File: config.mk
export PLATFORM = sky130hd
export DESIGN_NAME = busSteer
export DESIGN_NICKNAME = d
export VERILOG_FILES = /design/src/design/bridgePkg.sv /design/src/design/busSteer.sv
export SDC_FILE = /design/constraint.sdc
export NUM_CORES = 1
export LEC_CHECK = 0
export ABC_CLOCK_PERIOD_IN_PS = 1380
export BUFFER_PORTS_ARGS = -buffer_cell sky130_fd_sc_hd__buf_2
export CORE_AREA = 2 2 92 94
export DETAILED_ROUTE_END_ITERATION = 6
export DIE_AREA = 0 0 94 96
export PLACE_DENSITY_LB_ADDON = 0.1
export SETUP_SLACK_MARGIN = 0.2
export SLEW_MARGIN = 20
export SYNTH_ARGS = -nofsm -noshare
export SYNTH_HDL_FRONTEND = slang
export SYNTH_SLANG_ARGS = --single-unit
File: constraint.sdc
create_clock -name vclk -period 1.38
set_input_delay 0 -clock vclk [all_inputs]
set_output_delay 0 -clock vclk [all_outputs]
set_load 0.05 [all_outputs]
File: src/design/bridgePkg.sv
/*
 * Bridge package
 * Widths, FIFO depth, burst length and register map shared by the
 * CPU to PCI bridge blocks
 */

package bridgePkg;

    ////////////////////
    // Data path sizes
    ////////////////////

    // One bus word on either side
    localparam int dataWidth = 32;

    // FIFO entries and derived pointer width
    localparam int fifoDepth = 8;
    localparam int ptrBits = $clog2(fifoDepth);

    // Level count must hold 0..fifoDepth
    localparam int levelBits = 4;
    localparam logic [levelBits-1:0] fullLevel = levelBits'(fifoDepth);

    ////////////////////
    // CPU transfers
    ////////////////////

    // A 68040 line burst is four beats
    localparam int burstBeats = 4;
    localparam int beatBits = $clog2(burstBeats);
    localparam logic [beatBits-1:0] lastBeat = beatBits'(burstBeats - 1);

    // Programmed wait states before the first ta
    localparam int waitBits = 2;

    ////////////////////
    // Register map
    ////////////////////

    localparam logic regCtrlOffset = 1'b0;
    localparam logic regStatOffset = 1'b1;

    // Control word fields
    localparam int ctrlEnableBit = 0;
    localparam int ctrlWaitLsb = 4;

    // Status word fields
    localparam int statLevelLsb = 0;
    localparam int statEmptyBit = 8;
    localparam int statFullBit = 9;
    localparam int statOverrunBit = 10;

endpackage
File: src/design/busSteer.sv
/*
 * Bus steering
 * Routes FIFO fill and drain per direction and drives
 * CPU read data, trdy and both output enables
 */

`timescale 1ns/100ps

module busSteer (
    input  logic                           beat,
    input  logic                           isReg,
    input  logic                           rnw,
    input  logic                           pciDir,
    input  logic                           irdy,
    input  logic                           full,
    input  logic                           empty,
    input  logic [bridgePkg::dataWidth-1:0] cpuDataIn,
    input  logic [bridgePkg::dataWidth-1:0] pciAdIn,
    input  logic [bridgePkg::dataWidth-1:0] fifoHead,
    input  logic [bridgePkg::dataWidth-1:0] regData,
    output logic                           fifoPush,
    output logic                           fifoPop,
    output logic [bridgePkg::dataWidth-1:0] fifoWrData,
    output logic                           regWrite,
    output logic                           overrun,
    output logic                           trdy,
    output logic [bridgePkg::dataWidth-1:0] cpuDataOut,
    output logic                           cpuDataOe,
    output logic [bridgePkg::dataWidth-1:0] pciAdOut,
    output logic                           pciAdOe
);

    logic fifoBeat;
    logic pciMove;

    // CPU beats that touch the FIFO rather than the registers
    assign fifoBeat = beat && !isReg;

    // Target ready only in an initiator data phase
    // pciDir high means PCI drains, low means PCI fills
    assign trdy = irdy && (pciDir ? !empty : !full);
    assign pciMove = irdy && trdy;

    // Fill side follows direction
    assign fifoPush = pciDir ? (fifoBeat && !rnw) : pciMove;
    assign fifoWrData = pciDir ? cpuDataIn : pciAdIn;

    // Drain side is the opposite bus
    assign fifoPop = pciDir ? pciMove : (fifoBeat && rnw);

    // PCI tried to write into a full buffer
    assign overrun = !pciDir && irdy && full;

    assign regWrite = beat && isReg && !rnw;

    // CPU read data and enable
    assign cpuDataOut = isReg ? regData : fifoHead;
    assign cpuDataOe = beat && rnw;

    // PCI AD driven while the bridge sources data
    assign pciAdOut = fifoHead;
    assign pciAdOe = pciDir && irdy;

endmodule

==> out/summary.md, run 1 <==
The flow ran to the end, and the final reports show no timing, DRC or antenna violations. The floorplan step set the die height to 96 um. The detail route stage leaves a number of antenna-violating nets equal to 0. In this run the power density over the cells is 635.8 nW/um2. On the critical path, the stage with the largest delay is an instance of mux2_2. The run gives 4.877 mm as the detailed-placement wirelength estimate. The critical path in this run is classified as primary input to output port.

The run gives 0 as the final hold violation count. Setup repair after global routing left no endpoint under its margin. The detailed router placed 1585 vias in this run. In this run the top signal layer used is met3. For the wire length on met1, the log shows 1.709 mm. The die area is 9024 um2. The first detailed-routing pass ran for 4 iterations. After detailed routing, the met2 layer carries 2.989 mm of wire. In this run the tightest slew margin relative to its limit is 82.28%. Global-route total usage across every layer: 9.410%. The post-CTS setup buffer count was 0; the starting utilization of the core area was 13.85%. The total overflow left after global routing is 0.

The tools report the static leakage as 0.001259 uW. The tools report the area taken by flip-flops and latches as 0 um2. Traced cell by cell, the critical path runs through buf_2, buf_4, mux2_2, buf_2.

Timing would allow up to 1055 MHz. The logs give 21 for the number of design-rule violations left by the first detailed-router iteration and 0 for the clock tree buffer count of the final layout. The area of the mapped netlist was 1115 um2.

Synthesis produced 118 cells. Wires add up to 5.253 mm. The count of buffers added on input and output ports is 238. The filler cells instantiated in the layout total 896. Of all nets on the critical path, the largest fanout is 19. Across the run, the number of max-cap violations was 0.

The buffering stage count on the worst path with inverters included was 3; the end-of-flow core utilization was 26.78%. There are 0 flip-flops and latches. Setup violations remaining at the end of the flow were counted as 0.

After layout, the minimum clock period comes to 0.9481 ns. The data required time of the worst path was 1.38 ns; the share of Yosys cell area claimed by the top area cell type was 64.65%. The width of the die was 94 um; the stage delay of the slowest cell on the critical path was 0.39 ns. The share of the yosys chip area belonging to registers was 0%; the total stage count of the critical path was 4. Counting stages on the worst path, the most repeated cell is buf_2.

In the post-synthesis netlist, the biggest area contributors are mux2_2 65%, buf_4 22%, buf_6 5.1%, buf_2 1.3%, and2_1 1.1%. At the end of routability-driven placement, the weighted congestion stood at 0.7537. The number of max-slew violations in the final report was 0; the number of nets produced by synthesis was 253.

The first global-routing pass estimated 6.844 mm of wire. The final routed DRC violation total is 0. Broken down by cell family, the worst path's largest delay share belongs to buffers and inverters.

Compared with the post-synthesis result, the final layout area differs by 93.38%. Post-CTS repair changed the size of 0 cells. The post-route netlist has 95.63% of its cells at a drive strength greater than 1. Of all cell types, the one taking the most synthesized area is mux2_2.

The logs give 213.2 uV for the worst IR drop on VDD and 0 ns for the summed negative setup slack over all endpoints. In this run the mean area of a mapped cell was 9.448 um2. For the wire length on met3, the log shows 554 um.

The worst min-delay path class was primary input to output port. At the pin with the least slew margin, the transition time is 0.2677 ns. The final period utilization works out to 68.70%. The logs give 0.4357 ns for the worst setup slack after placement and 0.95 ns for the signal arrival time at the worst endpoint. Setup slack closes at 0.4319 ns. Row generation in the floorplan step produced 33 rows.

Dividing the detail-routed via count by the number of cells gives 3.729. The worst setup path is captured at an output port. The logs give 0 for the total number of yosys warnings and 8051 um2 for the area of the core region.

The hold path depth was 2; the quantity of hold-fixing buffers added after cts was 0. The number of distinct library cell variants in the gate-level netlist after synthesis was 14; the via count of the first global-routing pass was 1366. The initial antenna violation count was 0. The tools report the total I/O pin count as 238. After detailed routing, the average wire length per cell comes to 12.36 um. Antenna diode count: 0.

STA classifies the critical path startpoint as a primary input. Number of nets in the finished design: 457. The pin count of the biggest net entering global routing was 21.
## kinds of logic (layout without fill, tap and decap cells)
family | Yosys count | in the layout | share of synthesized area [%]
buf+inv | 42 | 244 | 28.62
mux | 64 | 64 | 64.65
compound gates | 2 | 2 | 1.684
simple gates | 10 | 10 | 5.051
## placed cells by master (no fill, tap or decap)
cell type  count
nand2b_1       1
a32o_1         1
buf_2        238
and2_1         2
and3_1         1
nor2_1         3
buf_4          4
nand2_1        1
a22o_1         1
mux2_2        64
and3b_1        1
inv_1          2
nor3b_1        1
## where the power goes
group	total [uW]	switching [uW]	internal, uW
registers	0	0	0
clock network	0	0	0
logic	1370	954	417
## synth_stat cells
library cell	n
nand2b_1	1
and2_1	2
buf_2	3
nor2_1	3
mux2_2	64
nand2_1	1
nor3b_1	1
a32o_1	1
buf_6	5
buf_4	32
and3_1	1
a22o_1	1
inv_1	2
and3b_1	1
## final timing paths
check          from        endpoint  slack (ns)
max           isReg  cpuDataOut[25]        0.43
min    fifoHead[13]    pciAdOut[13]        0.30
## stage by stage
step | instances | total power (uW) | hold WS (ns) | instance area (um2)
finish | 425 | 1371 | 0.2986 | 2156
CTS | 425 | 1385 | 0.3003 | 2156
floorplan | 118 | 1061 | 0.1671 | 1115
global placement | 425 | 1390 | 0.3016 | 2156
global route | 425 | 1441 | 0.3063 | 2156
detailed placement | 425 | 1381 | 0.3003 | 2156
## per-layer routing
layer,vias to the layer above,global-route usage [%]
li1,791,-
met4,0,0
met2,114,20.65
met5,-,0
met3,0,1.488
met1,680,9.691
## cell type report
| class | count | area (um2) | share of cell area [%] |
|---|---|---|---|
| timing repair buffer | 242 | 1221 | 56.65 |
| multi-input combinational | 76 | 795.8 | 36.91 |
| tap | 105 | 131.4 | 6.094 |
| inverter | 2 | 7.507 | 0.3482 |
Power figures use the tool's default switching activity.
==> inputs of run 2 (changes only) <==
--- a/config.mk
+++ b/config.mk
@@ -5,7 +5,7 @@
 export SDC_FILE = /design/constraint.sdc
 export NUM_CORES = 1
 export LEC_CHECK = 0
-export ABC_CLOCK_PERIOD_IN_PS = 1380
+export ABC_CLOCK_PERIOD_IN_PS = 860
 export BUFFER_PORTS_ARGS = -buffer_cell sky130_fd_sc_hd__buf_2
 export CORE_AREA = 2 2 92 94
 export DETAILED_ROUTE_END_ITERATION = 6
==> constraint.sdc (replaced) <==
create_clock -name vclk -period 0.86
set_input_delay 0 -clock vclk [all_inputs]
set_output_delay 0 -clock vclk [all_outputs]
set_load 0.05 [all_outputs]
==> out/summary.md, run 2 (synthesis results as in run 1) <==
Setup repair after global routing could not meet its margin everywhere. The filler cell count in the final layout was 792 (was 896). Most frequent cells in the layout: 166 x buf_2, 64 x mux2_4, 36 x buf_8 (was 238 x buf_2, 64 x mux2_2, 4 x buf_4). The worst IR drop on VDD came out at 494.4 uV (was 213.2 uV).

The overall power of the completed layout was 3119 uW (was 1371 uW); the residual antenna-violating net count after detailed routing was 0 (unchanged). The clock period minus worst slack is 0.7575 ns, and the pin count of the biggest net entering global routing is 8 (was 21). Cell breakdown of the critical path: buf_16, buf_12, mux2_4, buf_6 (was buf_2, buf_4, mux2_2, buf_2).

Terminating pin of the worst hold path: pciAdOut[12] (was pciAdOut[13]). The logs give 0 (unchanged) for the post-CTS setup buffer count and 238 (unchanged) for the total I/O pin count. The via count of the first global-routing pass is 1785 (was 1366), and the number of design-rule violations left by the first detailed-router iteration is 8 (was 21). For the detailed-placement wirelength estimate, the log shows 4.898 mm (was 4.877 mm).

The highest fanout seen on the critical path was 7 (was 19). For the number of max-slew violations in the final report, the log shows 0 (unchanged). Areal power density over the cells: 930.5 nW/um2 (was 635.8 nW/um2). The routability-driven placement congestion ratio came out at 0.6861 (was 0.7537). The count of vias placed by the detailed router was 1724 (was 1585). The width of the die is 94 um (unchanged). The most common library cell in the layout ignoring fill and taps is buf_2 (unchanged). The number of max-capacitance violations reported was 0 (unchanged); the stage delay of the slowest cell on the critical path was 0.31 ns (was 0.39 ns). The quantity of hold-fixing buffers added after cts was 0 (unchanged). The static leakage is 0.001892 uW (was 0.001259 uW). The type of the worst setup path is primary input to output port (unchanged).

The run finished with clean final reports. The logs give 8051 um2 (unchanged) for the area of the core region and 0 (unchanged) for the sum of overflow across all layers after global routing. The tools report the global-route total usage across every layer as 12.71% (was 9.410%).

The run gives 33 (unchanged) as the number of placement rows. The hold path depth came out at 2 (unchanged). Startpoint of the most critical hold path: fifoHead[12] (was fifoHead[13]).

The die area was 9024 um2 (unchanged); the wire length per cell after detailed routing was 14.92 um (was 12.36 um). The number of buffers inserted by port buffering works out to 238 (unchanged). Transition time of the tightest slew-check pin: 0.2730 ns (was 0.2677 ns). The synthesis-to-finish area growth works out to 200.7% (was 93.38%).

The final period utilization was 88.08%. Sort of element at the start of the critical path: a primary input (unchanged). For the signal arrival time at the worst endpoint, the log shows 0.76 ns (was 0.95 ns). The tools report the slack of the critical path as 0.1025 ns (was 0.4319 ns).

The area taken by flip-flops and latches came out at 0 um2 (unchanged). The tools report the type of destination of the critical path as an output port (unchanged). The starting utilization of the core area is 13.85% (unchanged), and the detailed-router iteration count before antenna repair is 3 (was 4). The count of flip-flops and latches is 0 (unchanged).

The share of post-route cells with drive strength above 1 is 98.79% (was 95.63%), and the number of nets in the finished design is 467 (was 457). The library cell contributing the largest single delay on the critical path is mux2_4 (was mux2_2). The run gives 81.93% (was 82.28%) as the worst slew margin relative to its limit. The worst min-delay path class was primary input to output port (unchanged).

The overall routed net length was 6.489 mm (was 5.253 mm); the maximum clock rate was 1320 MHz. The tools report the final number of setup-violating endpoints as 0 (unchanged). The global-route wire length before repair was 8.983 mm (was 6.844 mm); the die extent in y was 96 um (unchanged). The via density per instance is 3.963 (was 3.729), and the data required time of the worst path is 0.86 ns (was 1.38 ns). The logs give 0 (unchanged) for the initial antenna violation count and 0 (unchanged) for the antenna diode count. The worst setup slack after placement was -0.07761 ns (was 0.4357 ns); the clock tree buffer count of the final layout was 0 (unchanged).

The final routed DRC violation total came out at 0 (unchanged). The run gives 0 (unchanged) as the final hold violation count.
run 2: changes by cell type in the layout (fill, tap and decap cells not counted), sizes merged:
cell and change:
buf +10
run 2: cell type report:
class              instances  area (um2)  area share (%)
inverters                  2       7.507          0.2240
multi-input cells         76        1076           32.10
well taps                105       131.4           3.919
repair buffers           252        2137           63.76
run 2: where the power goes:
group	switching [uW]	total [uW]	internal, uW	leakage (uW)
logic	1730	3120	1390	0.00189
clock network	0	0	0	0
registers	0	0	0	0
run 2: layer usage:
| metal | global-route usage [%] | up-vias | routed length [um] |
|---|---|---|---|
| li1 | - | 812 | - |
| met4 | 0.6039 | 0 | 29 |
| met1 | 11.10 | 770 | 1834 |
| met2 | 29.76 | 140 | 3932 |
| met3 | 2.506 | 2 | 692 |
| met5 | 0 | - | 0 |
run 2: stage by stage:
step / std cells / hold WS [ns] / TNS, ns / cell area, um2 / util, %
floorplan: 118 / 0.1555 / 0 / 1275 / -
global placement: 427 / 0.3026 / -0.6624 / 2354 / 29.23
detailed placement: 427 / 0.3019 / -0.8287 / 2354 / 29.23
CTS: 435 / 0.3035 / 0 / 3341 / 41.49
global route: 435 / 0.3081 / 0 / 3352 / 41.63
finish: 435 / 0.3026 / 0 / 3352 / 41.63
run 2: critical path, delay by kind of cell:
kind                   cells  cell delay [ns]
buffers and inverters      3             0.44
multiplexers               1             0.31
run 2: worst max path at each step:
stage | cells after the start | from | slack [ns] | endpoint
after global routing | 5 | isReg | 0.07 | fifoPush
after floorplan | 3 | pciDir | 0.17 | fifoWrData[27]
after CTS | 4 | isReg | 0.09 | cpuDataOut[29]
final | 4 | isReg | 0.10 | cpuDataOut[29]
after detailed placement | 5 | isReg | -0.08 | fifoPush
after global placement | 4 | isReg | -0.06 | cpuDataOut[29]
run 2: repair_timing:
item | 4_1_cts | 5_1_grt
gates cloned | 8 | 0
endpoints found under the setup margin | 70 | 69
gates resized for setup | 232 | 4
pin swaps | 4 | 2
