$ cat src/design/bridgePkg.sv
/*
 * Bridge package
 * Widths, FIFO depth, burst length and register map shared by the
 * CPU to PCI bridge blocks
 */

package bridgePkg;

    ////////////////////
    // Data path sizes
    ////////////////////

    // One bus word on either side
    localparam int dataWidth = 32;

    // FIFO entries and derived pointer width
    localparam int fifoDepth = 8;
    localparam int ptrBits = $clog2(fifoDepth);

    // Level count must hold 0..fifoDepth
    localparam int levelBits = 4;
    localparam logic [levelBits-1:0] fullLevel = levelBits'(fifoDepth);

    ////////////////////
    // CPU transfers
    ////////////////////

    // A 68040 line burst is four beats
    localparam int burstBeats = 4;
    localparam int beatBits = $clog2(burstBeats);
    localparam logic [beatBits-1:0] lastBeat = beatBits'(burstBeats - 1);

    // Programmed wait states before the first ta
    localparam int waitBits = 2;

    ////////////////////
    // Register map
    ////////////////////

    localparam logic regCtrlOffset = 1'b0;
    localparam logic regStatOffset = 1'b1;

    // Control word fields
    localparam int ctrlEnableBit = 0;
    localparam int ctrlWaitLsb = 4;

    // Status word fields
    localparam int statLevelLsb = 0;
    localparam int statEmptyBit = 8;
    localparam int statFullBit = 9;
    localparam int statOverrunBit = 10;

endpackage
$ cat src/design/bridgeRegs.sv
/*
 * Bridge control and status registers
 * Holds enable and wait-state count, reports FIFO level
 * and a sticky overrun flag
 */

`timescale 1ns/100ps

module bridgeRegs (
    input  logic                           BCLK,
    input  logic                           TS_RESET,
    input  logic                           regWrite,
    input  logic                           regOffset,
    input  logic [bridgePkg::dataWidth-1:0] wrData,
    input  logic [bridgePkg::levelBits-1:0] level,
    input  logic                           empty,
    input  logic                           full,
    input  logic                           overrun,
    output logic [bridgePkg::dataWidth-1:0] rdData,
    output logic                           enable,
    output logic [bridgePkg::waitBits-1:0]  waitStates
);

    // Sticky copy of the overrun event
    logic overrunFlag;

    // Write strobes per offset
    logic ctrlWrite;
    logic statWrite;

    assign ctrlWrite = regWrite && (regOffset == bridgePkg::regCtrlOffset);
    assign statWrite = regWrite && (regOffset == bridgePkg::regStatOffset);

    ////////////////////
    // Control register
    ////////////////////

    // Bridge comes up enabled with no wait states
    always_ff @(posedge BCLK or posedge TS_RESET) begin
        if (TS_RESET) begin
            enable <= 1'b1;
            waitStates <= '0;
        end else if (ctrlWrite) begin
            enable <= wrData[bridgePkg::ctrlEnableBit];
            waitStates <= wrData[bridgePkg::ctrlWaitLsb +: bridgePkg::waitBits];
        end
    end

    ////////////////////
    // Overrun flag
    ////////////////////

    // Any write to status clears it
    // New event in the same cycle wins so nothing is lost
    always_ff @(posedge BCLK or posedge TS_RESET) begin
        if (TS_RESET) begin
            overrunFlag <= 1'b0;
        end else if (overrun) begin
            overrunFlag <= 1'b1;
        end else if (statWrite) begin
            overrunFlag <= 1'b0;
        end
    end

    ////////////////////
    // Read mux
    ////////////////////

    always_comb begin
        rdData = '0;
        if (regOffset == bridgePkg::regStatOffset) begin
            // Live FIFO state plus the sticky flag
            rdData[bridgePkg::statLevelLsb +: bridgePkg::levelBits] = level;
            rdData[bridgePkg::statEmptyBit] = empty;
            rdData[bridgePkg::statFullBit] = full;
            rdData[bridgePkg::statOverrunBit] = overrunFlag;
        end else begin
            // Control readback
            rdData[bridgePkg::ctrlEnableBit] = enable;
            rdData[bridgePkg::ctrlWaitLsb +: bridgePkg::waitBits] = waitStates;
        end
    end

endmodule

$ cat config.mk
export PLATFORM = sky130hd
export DESIGN_NAME = bridgeRegs
export DESIGN_NICKNAME = d
export VERILOG_FILES = /design/src/design/bridgePkg.sv /design/src/design/bridgeRegs.sv
export SDC_FILE = /design/constraint.sdc
export NUM_CORES = 1
export LEC_CHECK = 0
export BUFFER_PORTS_ARGS = -buffer_cell sky130_fd_sc_hd__buf_2
export CAP_MARGIN = 15
export CORE_AREA = 5 5 49 51
export CTS_BUF_LIST = sky130_fd_sc_hd__clkbuf_2
export CTS_CLUSTER_DIAMETER = 60
export DETAILED_ROUTE_END_ITERATION = 6
export DIE_AREA = 0 0 54 56
export GPL_TIMING_DRIVEN = 0
export PLACE_DENSITY_LB_ADDON = 0.08
export SLEW_MARGIN = 20
export SYNTH_ARGS = -nofsm -noshare
export SYNTH_HDL_FRONTEND = slang
export SYNTH_SLANG_ARGS = --single-unit
$ cat constraint.sdc
create_clock -name BCLK -period 0.8 [get_ports BCLK]
set_input_delay 0.12 -clock BCLK [delete_from_list [all_inputs] [get_ports BCLK]]
set_output_delay 0.12 -clock BCLK [all_outputs]
set_load 0.03 [all_outputs]
==> metrics.yaml, run 1 <==
route.detailed.vias_per_inst: 3.04
finalSetupViolCount: 8
die-height_um: 56
routed-via-count: 383
number_of_register_bits_inferred_by_synthesis: 4
cts_htree_levels: 1
tritoncts.num_buffers: 3
finalHoldWorstSlack_ns: 0.0978
die_w_um: 54
detail_route.wl_per_cell_um: 7.60
period_needed_ns: 1.11
drtAntennaViolNets: 0
via_count_of_the_first_global_routing_pass: 349
drive_above_1_share: 0.667
stdcell_count: 126
finalWeightedCongestion: 0.583
grt_pass1_wl_um: 1320
p_per_area_nw_per_um2: 1420
timing_hold_violations_final: 0
cts.sink_count: 4
cp.required_ns: 0.68
area_delta_synth_final_pct: 83.0
worst_setup_path_startpoint: "enable$_DFFE_PP1P_"
initial_core_util: 0.225
clkTransAtPathRegs_ns: 0.04
drt_iter0_markers: 5
run_status: "finished, violations left"
timing.critical_path.from_type: "register"
timing.fmax_mhz: 903
wirelength_um: 958
global_route.overflow_total: 0
dp_cells: 119
nNetsFinal: 143
vdd_drop_max_v: 0.000603
worst_clock_skew_ns: 0
timing.critical_path.to_type: "output port"
grt_setup_unrepaired: "yes"
r2r-start: "enable$_DFFE_PP1P_"
failing_checks: "setup timing"
timing.critical_path.arrival_ns: 0.99
maximum_number_of_pins_on_one_net_before_global_route_repair: 12
final_min_period_over_clock_period: 1.38
power.leakage_uw: 0.000478
cap_violations: 0
groute.usage.overall: 0.0573
synth.lib_cells_used.distinct: 12
hp_start: "overrun"
diodes: 0
clockBufferDepth: 2
crit_type: "reg -> out"
final_util: 0.412
synth.yosys.seq_area_share: 0.237
setup_slack_ns: -0.308
io_pins: 78
port_buffers: 25
maxSlewViolCount: 0
detail_route.drc_violations: 0
cts_tree: "done"
worst_hold_check_path_type: "in -> reg"
syn-mean-instance-area_um2: 9.51
grt_antenna_before_repair: 0
num_rows: 16
synthesis.instances: 45
floorplan.die_area_um2: 3020
num-fill-cells: 213
synth-warning-count: 0
netlist_area_um2: 428
placement.setup.worst_slack_ns: -0.195
clock-root-buffer: "clkbuf_2"
post-layout-total-power_uw: 1110
clock_latency_ns: 0.20
firstDrtPassIters: 4
critPathMaxFanout: 3
core-area_um2: 1900
-- per-layer routing --
layer	vias up	GRT usage	routed length, um
li1	200	-	-
met1	154	0.0595	306
met2	29	0.0986	491
met3	0	0.00804	160
met4	0	0.0427	0
met5	-	0	0
-- area by class of cell --
class / count / area, um2 / share of cell area
well taps: 27 / 33.8 / 0.0431
flip-flops and latches: 4 / 104 / 0.133
clock buffers: 4 / 20.0 / 0.0256
multi-input cells: 38 / 239 / 0.305
inverters: 1 / 3.75 / 0.00479
plain buffers: 23 / 173 / 0.220
repair buffers: 29 / 210 / 0.268
-- cell families after synthesis --
kind of cell           after synthesis  synth area share
buffers and inverters               25             0.439
AOI/OAI and AO/OA                    1            0.0176
muxes                                4             0.140
and+or+nand+nor                     10             0.158
other                                1           0.00876
DFF                                  4             0.237
-- synthesized netlist by cell type --
master | number | share of area
nor2b_4 | 1 | 0.032
dfrtp_1 | 3 | 0.18
nand2_1 | 1 | 0.0088
mux2_4 | 4 | 0.14
dfstp_2 | 1 | 0.061
a21o_1 | 1 | 0.018
nor2b_1 | 2 | 0.029
buf_4 | 23 | 0.40
conb_1 | 1 | 0.0088
inv_1 | 1 | 0.0088
buf_6 | 1 | 0.026
and2_1 | 6 | 0.088
-- sequential cells by signal, indices dropped and copies added (netlist names) --
name         cells
enable           1
overrunFlag      1
waitStates       2
-- critical path, stage by stage, from the launching register on --
cell	delay (ns)
dfstp_2	0.53
mux2_4	0.14
buf_6	0.12
-- through the flow --
stage,TNS [ns],cell area (um2)
CTS,-1.41,766
global route,-1.66,783
detailed placement,-0.552,687
floorplan,-0.387,528
global placement,-0.502,687
finish,-1.41,783
-- layout by cell type (no fill, tap or decap) --
cell type / synthesis / routed
a21o_1: 1 / 1
and2_1: 6 / 5
and2_4: 0 / 1
buf_2: 0 / 16
buf_4: 23 / 26
buf_6: 1 / 8
clkbuf_2: 0 / 4
clkbuf_4: 0 / 1
conb_1: 1 / 23
dfrtp_1: 3 / 1
dfrtp_2: 0 / 2
dfstp_2: 1 / 1
dlygate4sd3_1: 0 / 1
inv_1: 1 / 1
mux2_4: 4 / 4
nand2_1: 1 / 1
nor2b_4: 1 / 3
-- timing repair --
action                                 in CTS  in global routing
resized for setup                          15                  3
endpoints found under the hold margin       4                  0
pin swaps                                   0                  0
hold buffers                                1                  0
setup buffers                               2                  1
setup endpoints to repair                  12                 12
-- where the power goes --
part	leakage, uW	internal [uW]	switching [uW]
logic	0.000419	288	345
clock network	0.0000166	132	88.3
registers	0.0000420	237	21.7
-- final timing paths --
kind                                                   to  slack, ns  cells past startpoint
worst max-delay path                            rdData[0]      -0.31                      2
worst min-delay path              overrunFlag$_DFFE_PP0P_        0.1                      2
worst max register to register         enable$_DFFE_PP1P_      -0.12                      3
worst min register to register  waitStates[0]$_DFFE_PP0P_       0.55                      1
max in group asynchronous              enable$_DFFE_PP1P_       0.24                      3
min in group asynchronous       waitStates[1]$_DFFE_PP0P_       0.33                      3
Note: power is estimated with default switching activity, not from simulation.
==> run 2, diff against run 1 <==
==> constraint.sdc (replaced) <==
create_clock -name BCLK -period 0.8 [get_ports BCLK]
set_input_delay 0.04 -clock BCLK [delete_from_list [all_inputs] [get_ports BCLK]]
set_output_delay 0.04 -clock BCLK [all_outputs]
set_load 0.03 [all_outputs]
==> metrics.yaml, run 2 (synthesis gave the netlist of run 1 again) <==
timing.reg2reg.setup_slack_ns: -0.12
route.detailed.vias_per_inst: 3.02
timing_hold_violations_final: 0
timing.fmax_mhz: 974
multi_input_area_um2: 239
finalWeightedCongestion: 0.583
worstRegToRegCells: 3
via_count_of_the_first_global_routing_pass: 352
cap_violations: 0
grt_setup_unrepaired: "yes"
wirelength_um: 957
seq_area_um2: 104
setup_slack_ns: -0.226
failing_checks: "setup timing"
final_min_period_over_clock_period: 1.28
power.leakage_uw: 0.000481
global_route.overflow_total: 0
drt_iter0_markers: 3
initial_core_util: 0.225
cp_slowest_cell: "dfstp_2"
r2r-start: "enable$_DFFE_PP1P_"
drive_above_1_share: 0.670
groute.usage.overall: 0.0578
clockBufferDepth: 2
placement.setup.worst_slack_ns: -0.0766
timing.critical_path.cells: "mux2_4 > buf_6"
vdd_drop_max_v: 0.000603
die-height_um: 56
finalSetupViolCount: 8
critPathMaxFanout: 3
num_rows: 16
grt_antenna_before_repair: 0
timing.critical_path.to_type: "output port"
diodes: 0
cp.required_ns: 0.76
p_per_area_nw_per_um2: 1420
cts.sink_count: 4
top_regs: "waitStates: 2 flops, enable: 1 flops, overrunFlag: 1 flops"
core-area_um2: 1900
num-fill-cells: 214
die_w_um: 54
maxSlewViolCount: 0
slowest_delay_ns: 0.53
mostFrequentLayoutCell: "buf_4"
hp_start: "overrun"
io_pins: 78
nNetsFinal: 144
cts_htree_levels: 1
regMostFlops: "waitStates"
largest_register_ff_count: 2
worst_r2r_end: "enable$_DFFE_PP1P_"
firstDrtPassIters: 2
run_status: "finished, violations left"
clock-root-buffer: "clkbuf_2"
detail_route.drc_violations: 0
clock_latency_ns: 0.20
tritoncts.num_buffers: 3
worst_hold_check_path_type: "in -> reg"
timing.critical_path.from_type: "register"
routed-via-count: 383
grt_pass1_wl_um: 1340
timing.hold.worst_path_depth: 2
finalHoldWorstSlack_ns: 0.0193
maximum_number_of_pins_on_one_net_before_global_route_repair: 11
detail_route.wl_per_cell_um: 7.54
worst_clock_skew_ns: 0
drtAntennaViolNets: 0
area_delta_synth_final_pct: 83.0
post-layout-total-power_uw: 1110
min_delay_worst_endpoint: "overrunFlag$_DFFE_PP0P_"
port_buffers: 25
floorplan.die_area_um2: 3020
cts_tree: "done"
timing.critical_path.arrival_ns: 0.99
clkTransAtPathRegs_ns: 0.04
crit_type: "reg -> out"
commonest_cells_after_routing_fill_and_taps_aside: "buf_4 (25), conb_1 (23), buf_2 (19), buf_6 (8), and2_1 (5)"
period_needed_ns: 1.03
-- run 2: changes by cell type in the layout (fill, tap and decap cells not counted) --
cell / previous run / this run
buf_2: 16 / 19
buf_4: 26 / 25
clkbuf_4: 1 / 0
-- run 2: through the flow --
step / util / setup TNS (ns) / area [um2] / std cells
after floorplan: - / -0.240 / 528 / 67
after global placement: 0.361 / -0.0776 / 687 / 119
after detailed placement: 0.361 / -0.0766 / 687 / 119
after CTS: 0.406 / -0.845 / 772 / 126
after global routing: 0.412 / -1.10 / 783 / 127
final: 0.412 / -0.836 / 783 / 127
-- run 2: layout make-up --
class                      instances  area share
clock buffer                       4      0.0256
multi-input combinational         38       0.305
buffer                            24       0.235
timing repair buffer              29       0.254
tap                               27      0.0431
sequential                         4       0.133
inverter                           1     0.00479
-- run 2: worst max-delay path by stage --
stage,endpoint,cells after the start,from,slack [ns]
after global routing,rdData[0],2,enable$_DFFE_PP1P_,-0.26
after CTS,rdData[0],2,enable$_DFFE_PP1P_,-0.24
after detailed placement,rdData[0],2,enable$_DFFE_PP1P_,-0.08
after global placement,rdData[0],2,enable$_DFFE_PP1P_,-0.08
after floorplan,rdData[0],1,enable$_DFFE_PP1P_,-0.08
final,rdData[0],2,enable$_DFFE_PP1P_,-0.23
-- run 2: critical path, delay by kind of cell (launching register included) --
kind / cells / cell delay, ns
flops: 1 / 0.53
mux: 1 / 0.14
buf+inv: 1 / 0.12
-- run 2: layer usage --
| layer | global-route usage | up-vias | part of all wire |
|---|---|---|---|
| met4 | 0.0427 | 0 | 0 |
| li1 | - | 202 | - |
| met3 | 0.00804 | 0 | 0.15 |
| met2 | 0.0969 | 29 | 0.51 |
| met1 | 0.0627 | 152 | 0.34 |
| met5 | 0 | - | 0 |
-- run 2: timing repair --
action / in CTS / in global routing
buffers inserted: 2 / 1
hold buffers: 1 / 0
setup endpoints to repair: 7 / 10
endpoints found under the hold margin: 4 / 0
resized for setup: 13 / 1
-- run 2: report_power, final --
part	switching, uW	total [uW]	leakage, uW	internal [uW]
sequential	21.5	259	0.0000420	237
combinational	346	633	0.000423	287
clock	87.6	220	0.0000166	132
total	455	1110	0.000481	656
==> run 3, diff against run 2 <==
SETUP_SLACK_MARGIN = 0.15   (was unset)
==> metrics.yaml, run 3 (synthesis gave the netlist of run 1 again) <==
clock-root-buffer: "clkbuf_2"
switching_power_uw: 465
timing.critical_path.arrival_ns: 0.99
post-layout-total-power_uw: 1170
commonest_cells_after_routing_fill_and_taps_aside: "buf_4 (26), conb_1 (23), buf_6 (15), buf_2 (13)"
timing.critical_path.from_type: "register"
timing.fmax_mhz: 974
finalWeightedCongestion: 0.583
port_buffers: 25
clkTransAtPathRegs_ns: 0.05
route.detailed.vias_per_inst: 3.08
tritoncts.num_buffers: 3
vdd_drop_max_v: 0.000605
cap_violations: 0
dpl-instance-area_um2: 687
area_delta_synth_final_pct: 105
regMostFlops: "waitStates"
final_min_period_over_clock_period: 1.28
seq_area_um2: 104
top_regs: "waitStates: 2 flops, enable: 1 flops, overrunFlag: 1 flops"
seq_power_share: 0.222
multi_input_area_um2: 246
diodes: 0
finalHoldWorstSlack_ns: 0.0194
routed-via-count: 403
p_clk_frac: 0.189
detail_route.wl_per_cell_um: 7.73
core-area_um2: 1900
final_design_area_no_fill_um2: 877
failing_checks: "setup timing"
setup_slack_ns: -0.227
mostFrequentLayoutCell: "buf_4"
switching_share: 0.398
critPathMaxFanout: 3
period_needed_ns: 1.03
num_rows: 16
firstDrtPassIters: 2
grt_pass1_wl_um: 1370
p_per_area_nw_per_um2: 1330
power.leakage_uw: 0.000522
num-fill-cells: 203
global_route.overflow_total: 0
via_count_of_the_first_global_routing_pass: 351
clockBufferDepth: 2
clock_latency_ns: 0.20
worst_clock_skew_ns: 0
maxSlewViolCount: 0
largest_register_ff_count: 2
io_pins: 78
detail_route.drc_violations: 0
cts_htree_levels: 1
cts_tree: "done"
die_w_um: 54
cts.sink_count: 4
timing.critical_path.to_type: "output port"
drive_above_1_share: 0.712
run_status: "finished, violations left"
grt_antenna_before_repair: 0
p_comb_frac: 0.589
worst_hold_check_path_type: "in -> reg"
maximum_number_of_pins_on_one_net_before_global_route_repair: 11
crit_type: "reg -> out"
drtAntennaViolNets: 0
timing_hold_violations_final: 0
groute.usage.overall: 0.0589
p_int_uw: 702
grt_setup_unrepaired: "yes"
die-height_um: 56
drt_iter0_markers: 3
floorplan.die_area_um2: 3020
cp.required_ns: 0.76
nNetsFinal: 148
finalSetupViolCount: 8
wirelength_um: 1010
initial_core_util: 0.225
[run 3: worst max-delay path, stage by stage (launching register included)]
cell,delay (ns)
dfstp_2,0.53
mux2_4,0.14
buf_6,0.12
[run 3: final cells by class]
cell class | instances | area share
sequential | 4 | 0.118
inverter | 1 | 0.00428
multi-input combinational | 38 | 0.281
timing repair buffer | 33 | 0.321
tap | 27 | 0.0385
clock buffer | 4 | 0.0228
buffer | 24 | 0.214
[run 3: timing repair]
| item | CTS | global route |
|---|---|---|
| setup endpoints to repair | 15 | 16 |
| hold buffers | 1 | 0 |
| hold endpoints to repair | 4 | 0 |
| setup buffers | 2 | 5 |
| gates resized for setup | 22 | 12 |
| pin swaps | 1 | 1 |
[run 3: per-stage QoR]
stage / setup slack (ns) / setup TNS, ns / cells / utilization
after global placement: -0.0776 / -0.0776 / 119 / 0.361
after floorplan: -0.0842 / -0.240 / 67 / -
after CTS: -0.238 / -0.842 / 126 / 0.420
after global routing: -0.259 / -1.11 / 131 / 0.461
final: -0.227 / -0.850 / 131 / 0.461
after detailed placement: -0.0766 / -0.0766 / 119 / 0.361
[run 3: metal layers]
| layer | routed length [um] | track usage | vias up | share of wire |
|---|---|---|---|---|
| met5 | 0 | 0 | - | 0 |
| met4 | 0 | 0.0427 | 0 | 0 |
| met3 | 165 | 0.00804 | 0 | 0.16 |
| met2 | 530 | 0.104 | 29 | 0.52 |
| met1 | 315 | 0.0595 | 164 | 0.31 |
| li1 | - | - | 210 | - |
[run 3: path summary, 6_finish.rpt]
kind	slack [ns]	cells after the start	from	to
setup / recovery	-0.23	2	enable$_DFFE_PP1P_	rdData[0]
max in group asynchronous	0.32	3	TS_RESET	enable$_DFFE_PP1P_
hold reg to reg	0.55	1	waitStates[0]$_DFFE_PP0P_	waitStates[0]$_DFFE_PP0P_
min in group asynchronous	0.25	3	TS_RESET	waitStates[1]$_DFFE_PP0P_
hold / removal	0.02	2	overrun	overrunFlag$_DFFE_PP0P_
setup reg to reg	-0.12	3	enable$_DFFE_PP1P_	enable$_DFFE_PP1P_
[run 3: power by group through the flow]
stage | Clock [uW] | Combinational (uW) | Sequential, uW
finish | 220 | 688 | 259
global route | 238 | 725 | 264
CTS | 228 | 632 | 260
detailed placement | 0 | 544 | 260
global placement | 0 | 542 | 260
floorplan | 0 | 403 | 304
