$ cat config.mk
export PLATFORM = sky130hd
export DESIGN_NAME = dataFifo
export DESIGN_NICKNAME = d
export VERILOG_FILES = /design/src/design/bridgePkg.sv /design/src/design/dataFifo.sv
export SDC_FILE = /design/constraint.sdc
export NUM_CORES = 1
export LEC_CHECK = 0
export BUFFER_PORTS_ARGS = -buffer_cell sky130_fd_sc_hd__buf_2
export CORE_AREA = 2 2 143 173
export CTS_CLUSTER_SIZE = 14
export DETAILED_ROUTE_END_ITERATION = 7
export DIE_AREA = 0 0 145 175
export PLACE_DENSITY = 0.68
export SKIP_LAST_GASP = 1
export SLEW_MARGIN = 30
export SYNTH_ARGS = -nofsm -noshare
export SYNTH_HDL_FRONTEND = slang
export SYNTH_SLANG_ARGS = --single-unit
$ cat constraint.sdc
create_clock -name BCLK -period 5.3 [get_ports BCLK]
set_input_delay 0.265 -clock BCLK [delete_from_list [all_inputs] [get_ports BCLK]]
set_output_delay 0.265 -clock BCLK [all_outputs]
set_load 0.005 [all_outputs]
$ cat src/design/bridgePkg.sv
/*
 * Bridge package
 * Widths, FIFO depth, burst length and register map shared by the
 * CPU to PCI bridge blocks
 */

package bridgePkg;

    ////////////////////
    // Data path sizes
    ////////////////////

    // One bus word on either side
    localparam int dataWidth = 32;

    // FIFO entries and derived pointer width
    localparam int fifoDepth = 8;
    localparam int ptrBits = $clog2(fifoDepth);

    // Level count must hold 0..fifoDepth
    localparam int levelBits = 4;
    localparam logic [levelBits-1:0] fullLevel = levelBits'(fifoDepth);

    ////////////////////
    // CPU transfers
    ////////////////////

    // A 68040 line burst is four beats
    localparam int burstBeats = 4;
    localparam int beatBits = $clog2(burstBeats);
    localparam logic [beatBits-1:0] lastBeat = beatBits'(burstBeats - 1);

    // Programmed wait states before the first ta
    localparam int waitBits = 2;

    ////////////////////
    // Register map
    ////////////////////

    localparam logic regCtrlOffset = 1'b0;
    localparam logic regStatOffset = 1'b1;

    // Control word fields
    localparam int ctrlEnableBit = 0;
    localparam int ctrlWaitLsb = 4;

    // Status word fields
    localparam int statLevelLsb = 0;
    localparam int statEmptyBit = 8;
    localparam int statFullBit = 9;
    localparam int statOverrunBit = 10;

endpackage
$ cat src/design/dataFifo.sv
/*
 * Bridge data FIFO
 * Eight-entry synchronous first-word-fall-through buffer
 * with an occupancy count for status and flow control
 */

`timescale 1ns/100ps

module dataFifo (
    input  logic                           BCLK,
    input  logic                           TS_RESET,
    input  logic                           push,
    input  logic                           pop,
    input  logic [bridgePkg::dataWidth-1:0] wrData,
    output logic [bridgePkg::dataWidth-1:0] rdData,
    output logic [bridgePkg::levelBits-1:0] level,
    output logic                           empty,
    output logic                           full
);

    // Word storage
    logic [bridgePkg::dataWidth-1:0] mem [bridgePkg::fifoDepth];

    // Pointers wrap naturally at the power-of-two depth
    logic [bridgePkg::ptrBits-1:0] wrPtr;
    logic [bridgePkg::ptrBits-1:0] rdPtr;

    // Number of valid entries
    logic [bridgePkg::levelBits-1:0] count;

    ////////////////////
    // Storage write
    ////////////////////

    always_ff @(posedge BCLK) begin
        if (push) begin
            mem[wrPtr] <= wrData;
        end
    end

    ////////////////////
    // Pointers and count
    ////////////////////

    always_ff @(posedge BCLK or posedge TS_RESET) begin
        if (TS_RESET) begin
            wrPtr <= '0;
            rdPtr <= '0;
            count <= '0;
        end else begin
            if (push) begin
                wrPtr <= wrPtr + 1'b1;
            end
            if (pop) begin
                rdPtr <= rdPtr + 1'b1;
            end
            // Simultaneous push and pop leaves the count alone
            case ({push, pop})
                2'b10: count <= count + 1'b1;
                2'b01: count <= count - 1'b1;
                default: count <= count;
            endcase
        end
    end

    ////////////////////
    // Outputs
    ////////////////////

    // Head word falls through and is popped in the same cycle it is taken
    assign rdData = mem[rdPtr];
    assign level = count;
    assign empty = (count == '0);
    assign full = (count == bridgePkg::fullLevel);

    ////////////////////
    // Checks
    ////////////////////

    // Steering and the sequencer must never overfill the buffer
    assert property (@(posedge BCLK) disable iff (TS_RESET)
        push |-> !full)
        else $error("FIFO push while full");

    // A drain beat needs a word waiting
    assert property (@(posedge BCLK) disable iff (TS_RESET)
        pop |-> !empty)
        else $error("FIFO pop while empty");

endmodule

==> results of run 1 <==
[sequential cells by signal (all words and copies together), names as in the netlist]
name,count
mem,256
level,4
rdPtr,3
wrPtr,3
[area by class of cell]
| type | count | area [µm²] |
|---|---|---|
| Fill cell | 1874 | 11840 |
| Tap cell | 320 | 400.4 |
| Clock inverter | 10 | 50.05 |
| Inverter | 4 | 15.01 |
| Multi-Input combinational cell | 141 | 2296 |
| Clock buffer | 33 | 655.6 |
| Sequential cell | 266 | 7946 |
| Timing Repair Buffer | 85 | 460.4 |
[worst min-delay path by stage]
stage	end	slack (ns)	cells after the start
final	mem[1][24]	0.02	1
after detailed placement	wrPtr[0]	0.29	2
after CTS	mem[6][27]	0.000006	1
after global routing	mem[5][27]	0.01	1
after global placement	wrPtr[0]	0.28	2
after floorplan	level[0]	0.11	1
[where the power goes]
| group | switching [mW] | internal [mW] | total [mW] | leakage [nW] |
|---|---|---|---|---|
| clock network | 0.699 | 0.865 | 1.56 | 0.342 |
| logic | 0.723 | 0.907 | 1.63 | 1.14 |
| registers | 0.271 | 2.65 | 2.92 | 2.44 |
[kinds of logic after synthesis]
family                     after synthesis
adders and majority gates                5
buffers and inverters                   24
xor gates and xnor gates                 7
DFF                                    266
and+or+nand+nor                         23
muxes                                  100
AOI/OAI and AO/OA                        6
[layer usage]
metal,global-route usage [%],up-vias,part of all wire [%]
met4,4.703,0,2.1
met1,18.93,2421,43
met3,2.089,34,4.1
met2,25.83,108,51
li1,-,2024,-
met5,0,-,0
[critical path, delay by kind of cell (launching register included)]
kind	cells	cell delay [ns]
flops	1	1.00
buf+inv	2	0.62
mux	2	0.89
[layout by cell type, fill, tap and decap left out, types with 2 or more instances in the layout]
cell             n
buf_4           10
mux4_1          25
dlygate4sd3_1    2
clkbuf_16       25
ha_1             5
clkbuf_1         8
dfrtp_1          7
nand2_1          4
inv_1            4
mux4_2          39
clkinv_2         3
edfxtp_1       256
mux2_2          35
buf_2           73
xor2_1           3
clkinv_1         5
nor2_4           6
dfrtp_4          2
nor3_2           2
nand2b_1         3
xnor2_1          4
==> results.toml, run 1 <==
[synth]
number_of_warnings_printed_during_yosys_synthesis = 0
cells_after_synth = 431
combinational_family_with_the_most_area_after_synthesis = "multiplexers"
muxShareOfSynthArea_pct = 18.75
synth_ff_type = "edfxtp_1"
synth_fa_ha_area_share_pct = 0.6048
synth_sequential_area_ratio_pct = 76.74
synthSimpleGateAreaFrac_pct = 1.210
synth.most_common_cell = "edfxtp_1"
post_synth.cell_area_avg_um2 = 24.00
netlist_top_cells_area = "edfxtp_1 (74%), mux4_2 (8.5%), mux4_1 (6.4%)"
netlist_top_cells_count = "edfxtp_1 (256), mux4_2 (39), mux2_2 (35)"
post_synth_num_cell_types = 33
synth_async_sr_flop_share_pct = 3.759
postSynthRegisterBits = 266
post_synthesis_net_count = 472
synth_largest_type_area_fraction_pct = 74.32
synth_compound_gate_area_share_pct = 0.5080
yosysTopAreaCell = "edfxtp_1"
syn-cell-area_um2 = 10340
synthXorXnorAreaFrac_pct = 0.5927
synth_edf_count = 256

[final_layout]
drive_above_1_share_pct = 36.92
final_util_pct = 49.97
layout-area-overhead-vs-synth_pct = 14.31
nNetsFinal = 564
final_non_filler_cell_total = 859
n_antenna_cell = 0
postLayoutCellArea_um2 = 11820

[sta]
grt_setup_unrepaired = "false"
worst_slew_margin_rel_pct = 40.62
setup_ws_ns = 2.004
fin_tns_setup_ns = 0
report.final.setup_viol = 0
fin_crit_sh_pct = 62.18
maxClockFrequency_ghz = 0.3034
slew_viol_final = 0
max_slew.worst_pin.slew_ns = 0.8907
skew_ns = 0.01579
hold-worst-slack_ns = 0.01992
final-hold-violation-count = 0
layout_min_cycle_time_ns = 3.296

[routing]
wl_per_cell_um = 21.69
detail-route-antenna-nets = 0
finalWirelength_mm = 18.64
remaining_drc_errors = 0
dr.pass1.iters = 4
vias_post_dr = 4587
detail_route.vias_per_cell = 5.340
initialDrtViolationCount = 363

[worst_setup_path]
critical-path-max-stage-delay_ns = 1.00
worst_setup_path_start_kind = "register"
critPathSlowestCell = "dfrtp_4"
arrival_ns = 3.03
cp_data_required_time_ns = 5.04
worstSetupEndpoint = "rdData[1]"
reg2reg_setup_slack_ns = 3.01
timing.critical_path.from = "rdPtr[0]"
crit-reg2reg-capture = "mem[0][17]"
length_in_cells_of_the_worst_reg_to_reg_path = 3
critPathKind = "reg2out"
r2r-start = "wrPtr[0]"
critical_path.max_fanout = 47
crit_chain = "buf_4 -> mux4_1 -> mux2_2 -> buf_2"
end_kind = "primary output"

[floorplan]
floorplan.die.width_um = 145
core_region_area_um2 = 23660
rows = 62
initial_utilization_pct = 43.72
design.die.area_um2 = 25380
floorplan.die.height_um = 175
floorplan.io_pins = 74

[clock_network]
cts_tree = "yes"
tritoncts_num_sinks = 266
cts-root-to-sink-buffers = 3
cts.htree.levels = 1
clk-insertion-delay-late_ns = 0.52
ctsRootBufferMaster = "clkbuf_16"
cts_inserted_buffers = 25
cts_resized = 0
hold_buffers = 2
postCtsSetupRepairBufs = 0
clkSlewWorstSetupHoldPaths_ns = 0.06

[global_route]
antenna_found_initial = 0
grt_first_pass_wirelength_mm = 28.46
largest_net_degree_at_the_start_of_global_routing = 67
grtUsageTotal_pct = 14.66
first_global_vias = 4921
overflow = 0

[placement]
pre_cts_ws_ns = 2.443
gpl.final_weighted_congestion = 0.6934
buffer_ports.inserted = 73
placedInstanceArea_um2 = 11100
place.detailed.hpwl_mm = 10.52
placed_cells = 814

[job]
max-cap-violations = 0

[pwr]
post-layout-total-power_mw = 6.116
power-per-cell-area_nw_per_um2 = 517.3
maximum_ir_drop_on_the_vdd_rail_mv = 0.2871
p_leak_nw = 3.918

[hold_path]
worst_hold_path_type = "in2reg"
timing.hold.worst.start = "wrData[24]"

[run_status]
run_status = "finished, final reports clean"
No activity file was read; power rests on OpenSTA's default activity.
==> inputs of run 2 (changes only) <==
- clock period: 5.3 -> 3.2 ns (I/O delays scaled with it)
==> run 2 against run 1 <==
  * Global-route usage is 0.84 points higher
  * Sequential cell count stayed put
  * Register-to-register slack worse by 1.9 ns
  * Critical endpoint is now rdData[14]
  * Design area is 4.7% higher
  * Clock power is 94% higher
  * Clock skew is 0.0069 ns lower
==> results.toml, run 2 (synthesized netlist as in run 1, its figures left out) <==
[clock_network]
tritoncts_num_sinks = 266
cts_tree = "yes"
cts_resized = 0
cts.htree.levels = 1
clkSlewWorstSetupHoldPaths_ns = 0.06
cts_inserted_buffers = 26
clk-insertion-delay-late_ns = 0.53
postCtsSetupRepairBufs = 0
cts-root-to-sink-buffers = 3
ctsRootBufferMaster = "clkbuf_16"

[final_layout]
largest_reg_flops = 256
top_register = "mem"
drive_above_1_share_pct = 36.02
nNetsFinal = 604
layout-area-overhead-vs-synth_pct = 19.66
final_common_cell = "edfxtp_1"
mostFrequentLayoutCells = "edfxtp_1 (256), buf_2 (73), mux4_2 (39)"

[worst_setup_path]
critical_path.max_fanout = 36
critPathKind = "reg2out"
end_kind = "primary output"
crit_family = "multiplexers"
critical-path-max-stage-delay_ns = 0.66
crit_chain = "buf_12 -> mux4_1 -> mux2_2 -> buf_2"
cp_data_required_time_ns = 3.04
path_buf_inv = 2
critPathSlowestCell = "dfrtp_4"
worst_setup_path_start_kind = "register"
arrival_ns = 2.56

[placement]
buffer_ports.inserted = 73
gpl.final_weighted_congestion = 0.7087
place.detailed.hpwl_mm = 11.08

[pwr]
power-per-cell-area_nw_per_um2 = 862.9
p_leak_nw = 4.163
maximum_ir_drop_on_the_vdd_rail_mv = 0.3742

[global_route]
grtUsageTotal_pct = 15.50
first_global_vias = 5117
largest_net_degree_at_the_start_of_global_routing = 37
grt_first_pass_wirelength_mm = 30.02
overflow = 0
antenna_found_initial = 1

[sta]
max_slew.worst_pin.slew_ns = 0.7505
slew_viol_final = 0
grt_setup_unrepaired = "false"
final-hold-violation-count = 0
skew_ns = 0.008931
worst_slew_margin_rel_pct = 49.85
report.final.setup_viol = 0
fin_tns_setup_ns = 0
maxClockFrequency_ghz = 0.3675
hold-worst-slack_ns = 0.1957
fin_crit_sh_pct = 85.04
layout_min_cycle_time_ns = 2.721

[routing]
detail-route-antenna-nets = 0
finalWirelength_mm = 19.51
dr.pass1.iters = 4
remaining_drc_errors = 0
initialDrtViolationCount = 305
wl_per_cell_um = 21.58
detail_route.vias_per_cell = 5.288
vias_post_dr = 4780

[floorplan]
floorplan.die.height_um = 175
core_region_area_um2 = 23660
design.die.area_um2 = 25380
rows = 62
floorplan.io_pins = 74
floorplan.die.width_um = 145
initial_utilization_pct = 43.72

[job]
max-cap-violations = 0

[hold_path]
worst_hold_path_type = "in2async"

[run_status]
run_status = "finished, final reports clean"
-- run 2: cell types whose count changed in the layout (fill, tap and decap cells not counted), moves of 2 or more --
cell           previous run  this run
buf_4                    10        14
bufinv_16                 0         3
buf_12                    0         2
dlygate4sd3_1             2        35
clkbuf_16                25        27
-- run 2: timing repair --
item | 4_1_cts | 5_1_grt
endpoints found under the setup margin | 0 | 0
hold buffers | 35 | 0
endpoints found under the hold margin | 271 | 0
-- run 2: final timing paths --
check                           start         end  slack, ns  depth (start not counted)
max                          rdPtr[0]  rdData[14]       0.48                          4
min                          TS_RESET    rdPtr[0]       0.20                          3
max reg2reg                  wrPtr[0]  mem[2][13]       1.15                          3
min reg2reg                  wrPtr[0]    wrPtr[0]       0.52                          1
max in group asynchronous    TS_RESET    rdPtr[2]       2.65                          3
min in group BCLK          wrData[30]  mem[0][30]       0.44                          2
-- run 2: routing by layer --
metal | global-route usage, % | vias up | wire length (µm) | share of wire (%)
met5 | 0 | - | 0 | 0
met3 | 2.507 | 29 | 1090 | 5.6
met1 | 20.04 | 2510 | 8021 | 41
li1 | - | 2111 | - | -
met4 | 4.125 | 0 | 364 | 1.9
met2 | 27.46 | 130 | 10040 | 51
-- run 2: final cells by class --
cell class              instances  area (µm²)
flip-flops and latches        266        7946
diodes                          1       2.502
multi-input cells             141        2302
fillers                      1845       11280
clock inverters                14       147.6
repair buffers                124       860.8
clock buffers                  34       701.9
inverters                       4       15.01
well taps                     320       400.4
-- run 2: through the flow --
step           power (mW)  area, µm²  util (%)  cells  setup slack [ns]
2_1_floorplan       6.726      10350         -    431           0.04917
3_3_place_gp        7.685      11170     47.22    820             1.019
3_5_place_dp        7.783      11170     47.22    820            0.9997
4_1_cts             10.84      12370     52.29    903            0.4294
5_1_grt             11.18      12370     52.30    903            0.3616
6_report            10.68      12380     52.31    904            0.4786
-- run 2: report_power, final --
part / internal [mW] / switching, mW
logic: 1.57 / 1.29
registers: 4.39 / 0.404
clock network: 1.79 / 1.23
total: 7.76 / 2.92
-- run 2: worst min-delay path: stages --
cell and delay (ns):
dlygate4sd3_1 0.53, buf_2 0.12, inv_1 0.35
==> inputs of run 3 (changes only) <==
- ABC_AREA: default -> 1
- CORE_AREA: 2 2 143 173 -> 2 2 145 176
- DIE_AREA: 0 0 145 175 -> 0 0 147 178
==> run 3 against run 2 <==
  * Critical path depth is 2 higher
  * Worst hold slack better by 0.0023 ns
  * Worst setup slack better by 0.20 ns
  * Clock-buffer cell count is 1 lower
  * Sequential cell count stayed put
  * Critical path type unchanged
  * Highest routed layer unchanged
==> results.toml, run 3 <==
[synth]
synth_largest_type_area_fraction_pct = 72.45
synth_async_sr_flop_share_pct = 3.759
netlist_top_cells_count = "edfxtp_1 (256), nor2_1 (204), o21ai_0 (147)"
synth_ff_type = "edfxtp_1"
cells_after_synth = 865
post_synthesis_net_count = 906
post_synth_num_cell_types = 22
number_of_warnings_printed_during_yosys_synthesis = 0
postSynthRegisterBits = 266
synth_sequential_area_ratio_pct = 74.81
post_synth.cell_area_avg_um2 = 12.27
netlist_top_cells_area = "edfxtp_1 (72%), nor2_1 (7.2%), o21ai_0 (6.9%)"
synth.most_common_cell = "edfxtp_1"
synth_edf_count = 256
syn-cell-area_um2 = 10610
yosysTopAreaCell = "edfxtp_1"

[worst_setup_path]
arrival_ns = 2.36
cp_data_required_time_ns = 3.04
length_in_cells_of_the_worst_reg_to_reg_path = 3
reg2reg_setup_slack_ns = 1.24
critical_path.max_fanout = 48
end_kind = "primary output"
worst_setup_path_start_kind = "register"
critPathKind = "reg2out"

[sta]
slew_viol_final = 0
layout_min_cycle_time_ns = 2.520
worst_slew_margin_rel_pct = 61.64
maxClockFrequency_ghz = 0.3968
report.final.setup_viol = 0
fin_tns_setup_ns = 0
grt_setup_unrepaired = "false"
fin_crit_sh_pct = 78.75
skew_ns = 0.006837
setup_ws_ns = 0.6799
max_slew.worst_pin.slew_ns = 0.5754
final-hold-violation-count = 0

[floorplan]
rows = 63
floorplan.io_pins = 74
design.die.area_um2 = 26170
floorplan.die.height_um = 178
floorplan.die.width_um = 147
initial_utilization_pct = 43.42
core_region_area_um2 = 24440

[job]
max-cap-violations = 0

[run_status]
run_status = "finished, final reports clean"

[routing]
detail_route.vias_per_cell = 5.050
detail-route-antenna-nets = 0
initialDrtViolationCount = 570
dr.pass1.iters = 4
remaining_drc_errors = 0
routed.top_layer = "met4"
route.met3.wl_um = 934
route.layer.met1.wl_mm = 9.694
vias_post_dr = 6616
wl_per_cell_um = 16.90
finalWirelength_mm = 22.14
met2RoutedLength_mm = 11.10

[global_route]
largest_net_degree_at_the_start_of_global_routing = 131
antenna_found_initial = 0
grtUsageTotal_pct = 17.17
first_global_vias = 6518
grt_first_pass_wirelength_mm = 35.19
overflow = 0

[pwr]
maximum_ir_drop_on_the_vdd_rail_mv = 0.5932
power-per-cell-area_nw_per_um2 = 858.1
p_leak_nw = 4.431
post-layout-total-power_mw = 10.66

[clock_network]
cts.htree.levels = 1
cts_resized = 0
clk-insertion-delay-late_ns = 0.50
cts_tree = "yes"
ctsRootBufferMaster = "clkbuf_16"
cts-root-to-sink-buffers = 3
clkSlewWorstSetupHoldPaths_ns = 0.06
tritoncts_num_sinks = 266
cts_inserted_buffers = 25

[final_layout]
multi_input_area_um2 = 2411
nNetsFinal = 1008
seq_area_um2 = 7945
layout-area-overhead-vs-synth_pct = 17.09
largest_reg_flops = 256
n_antenna_cell = 0
top_register = "mem"
mostFrequentLayoutCells = "edfxtp_1 (256), nor2_1 (196), o21ai_0 (147)"
final_common_cell = "edfxtp_1"
drive_above_1_share_pct = 13.71
num-fill-cells = 2110

[placement]
place.detailed.hpwl_mm = 11.59
gpl.final_weighted_congestion = 0.7331
buffer_ports.inserted = 73
pre_cts_ws_ns = 1.232

[hold_path]
worst_hold_path_type = "in2async"
run 3: changes by cell type in the layout (fill, tap and decap cells not counted), moves of 3 or more:
cell,before,now
mux4_1,25,0
inv_1,4,12
nand2_1,4,120
o21ai_1,0,47
nor2_1,1,196
o21ai_0,0,147
clkinv_2,2,6
nand3_1,0,3
mux4_2,39,0
nand2b_1,3,0
mux2_2,35,1
run 3: final timing paths:
path,startpoint,endpoint
worst min-delay path,TS_RESET,level[1]
max in group asynchronous,TS_RESET,rdPtr[1]
worst min register to register,wrPtr[0],wrPtr[0]
worst max-delay path,rdPtr[1],rdData[18]
min in group BCLK,wrData[23],mem[0][23]
worst max register to register,wrPtr[0],mem[6][1]
run 3: through the flow:
| step | hold slack [ns] | util, % | cells | cell area (µm²) |
|---|---|---|---|---|
| floorplan | 0.0001782 | - | 865 | 10610 |
| global placement | 0.1652 | 46.39 | 1230 | 11340 |
| detailed placement | 0.1781 | 46.39 | 1230 | 11340 |
| CTS | 0.1885 | 50.84 | 1310 | 12420 |
| global route | 0.2252 | 50.84 | 1310 | 12420 |
| finish | 0.1980 | 50.84 | 1310 | 12420 |
run 3: report_power, final:
group / switching (mW) / internal [mW] / total, mW / leakage (nW)
logic: 2.31 / 1.21 / 3.52 / 1.63
registers: 0.207 / 4.24 / 4.45 / 2.44
clock network: 1.17 / 1.52 / 2.69 / 0.359
total: 3.69 / 6.97 / 10.7 / 4.43
run 3: what timing repair did:
action,4_1_cts,5_1_grt
hold endpoints to repair,272,0
hold buffers,35,0
buffers inserted,0,0
run 3: per-layer routing:
metal	GRT usage (%)	vias to the layer above
met3	2.430	29
met5	0	-
met4	4.567	0
met2	30.50	132
li1	-	3233
met1	22.34	3222
run 3: area by class of cell:
type,count,share of cell area [%]
sequential,266,63.95
multi-input combinational,537,19.41
timing repair buffer,124,7.030
clock buffer,33,5.277
clock inverter,12,0.6546
inverter,13,0.4029
tap,325,3.273
run 3: kinds of logic (layout without fill, tap and decap cells):
group / count (synthesis) / after routing / share of synthesized area, %
buffers and inverters: 62 / 182 / 3.031
multiplexers: 1 / 1 / 0.1061
adder cells (fa/ha/maj): 5 / 5 / 0.5896
AND/OR/NAND/NOR: 330 / 330 / 11.77
XOR/XNOR: 5 / 5 / 0.4128
flip-flops: 266 / 266 / 74.81
AO/OA/AOI/OAI: 196 / 196 / 9.281
run 3: critical path, stage by stage, from the launching register on:
cell and delay, ns:
dfrtp_4 0.74, buf_4 0.40, o21ai_0 0.20, o21ai_1 0.20
nand2_1 0.09, nand2_1 0.08, buf_2 0.10
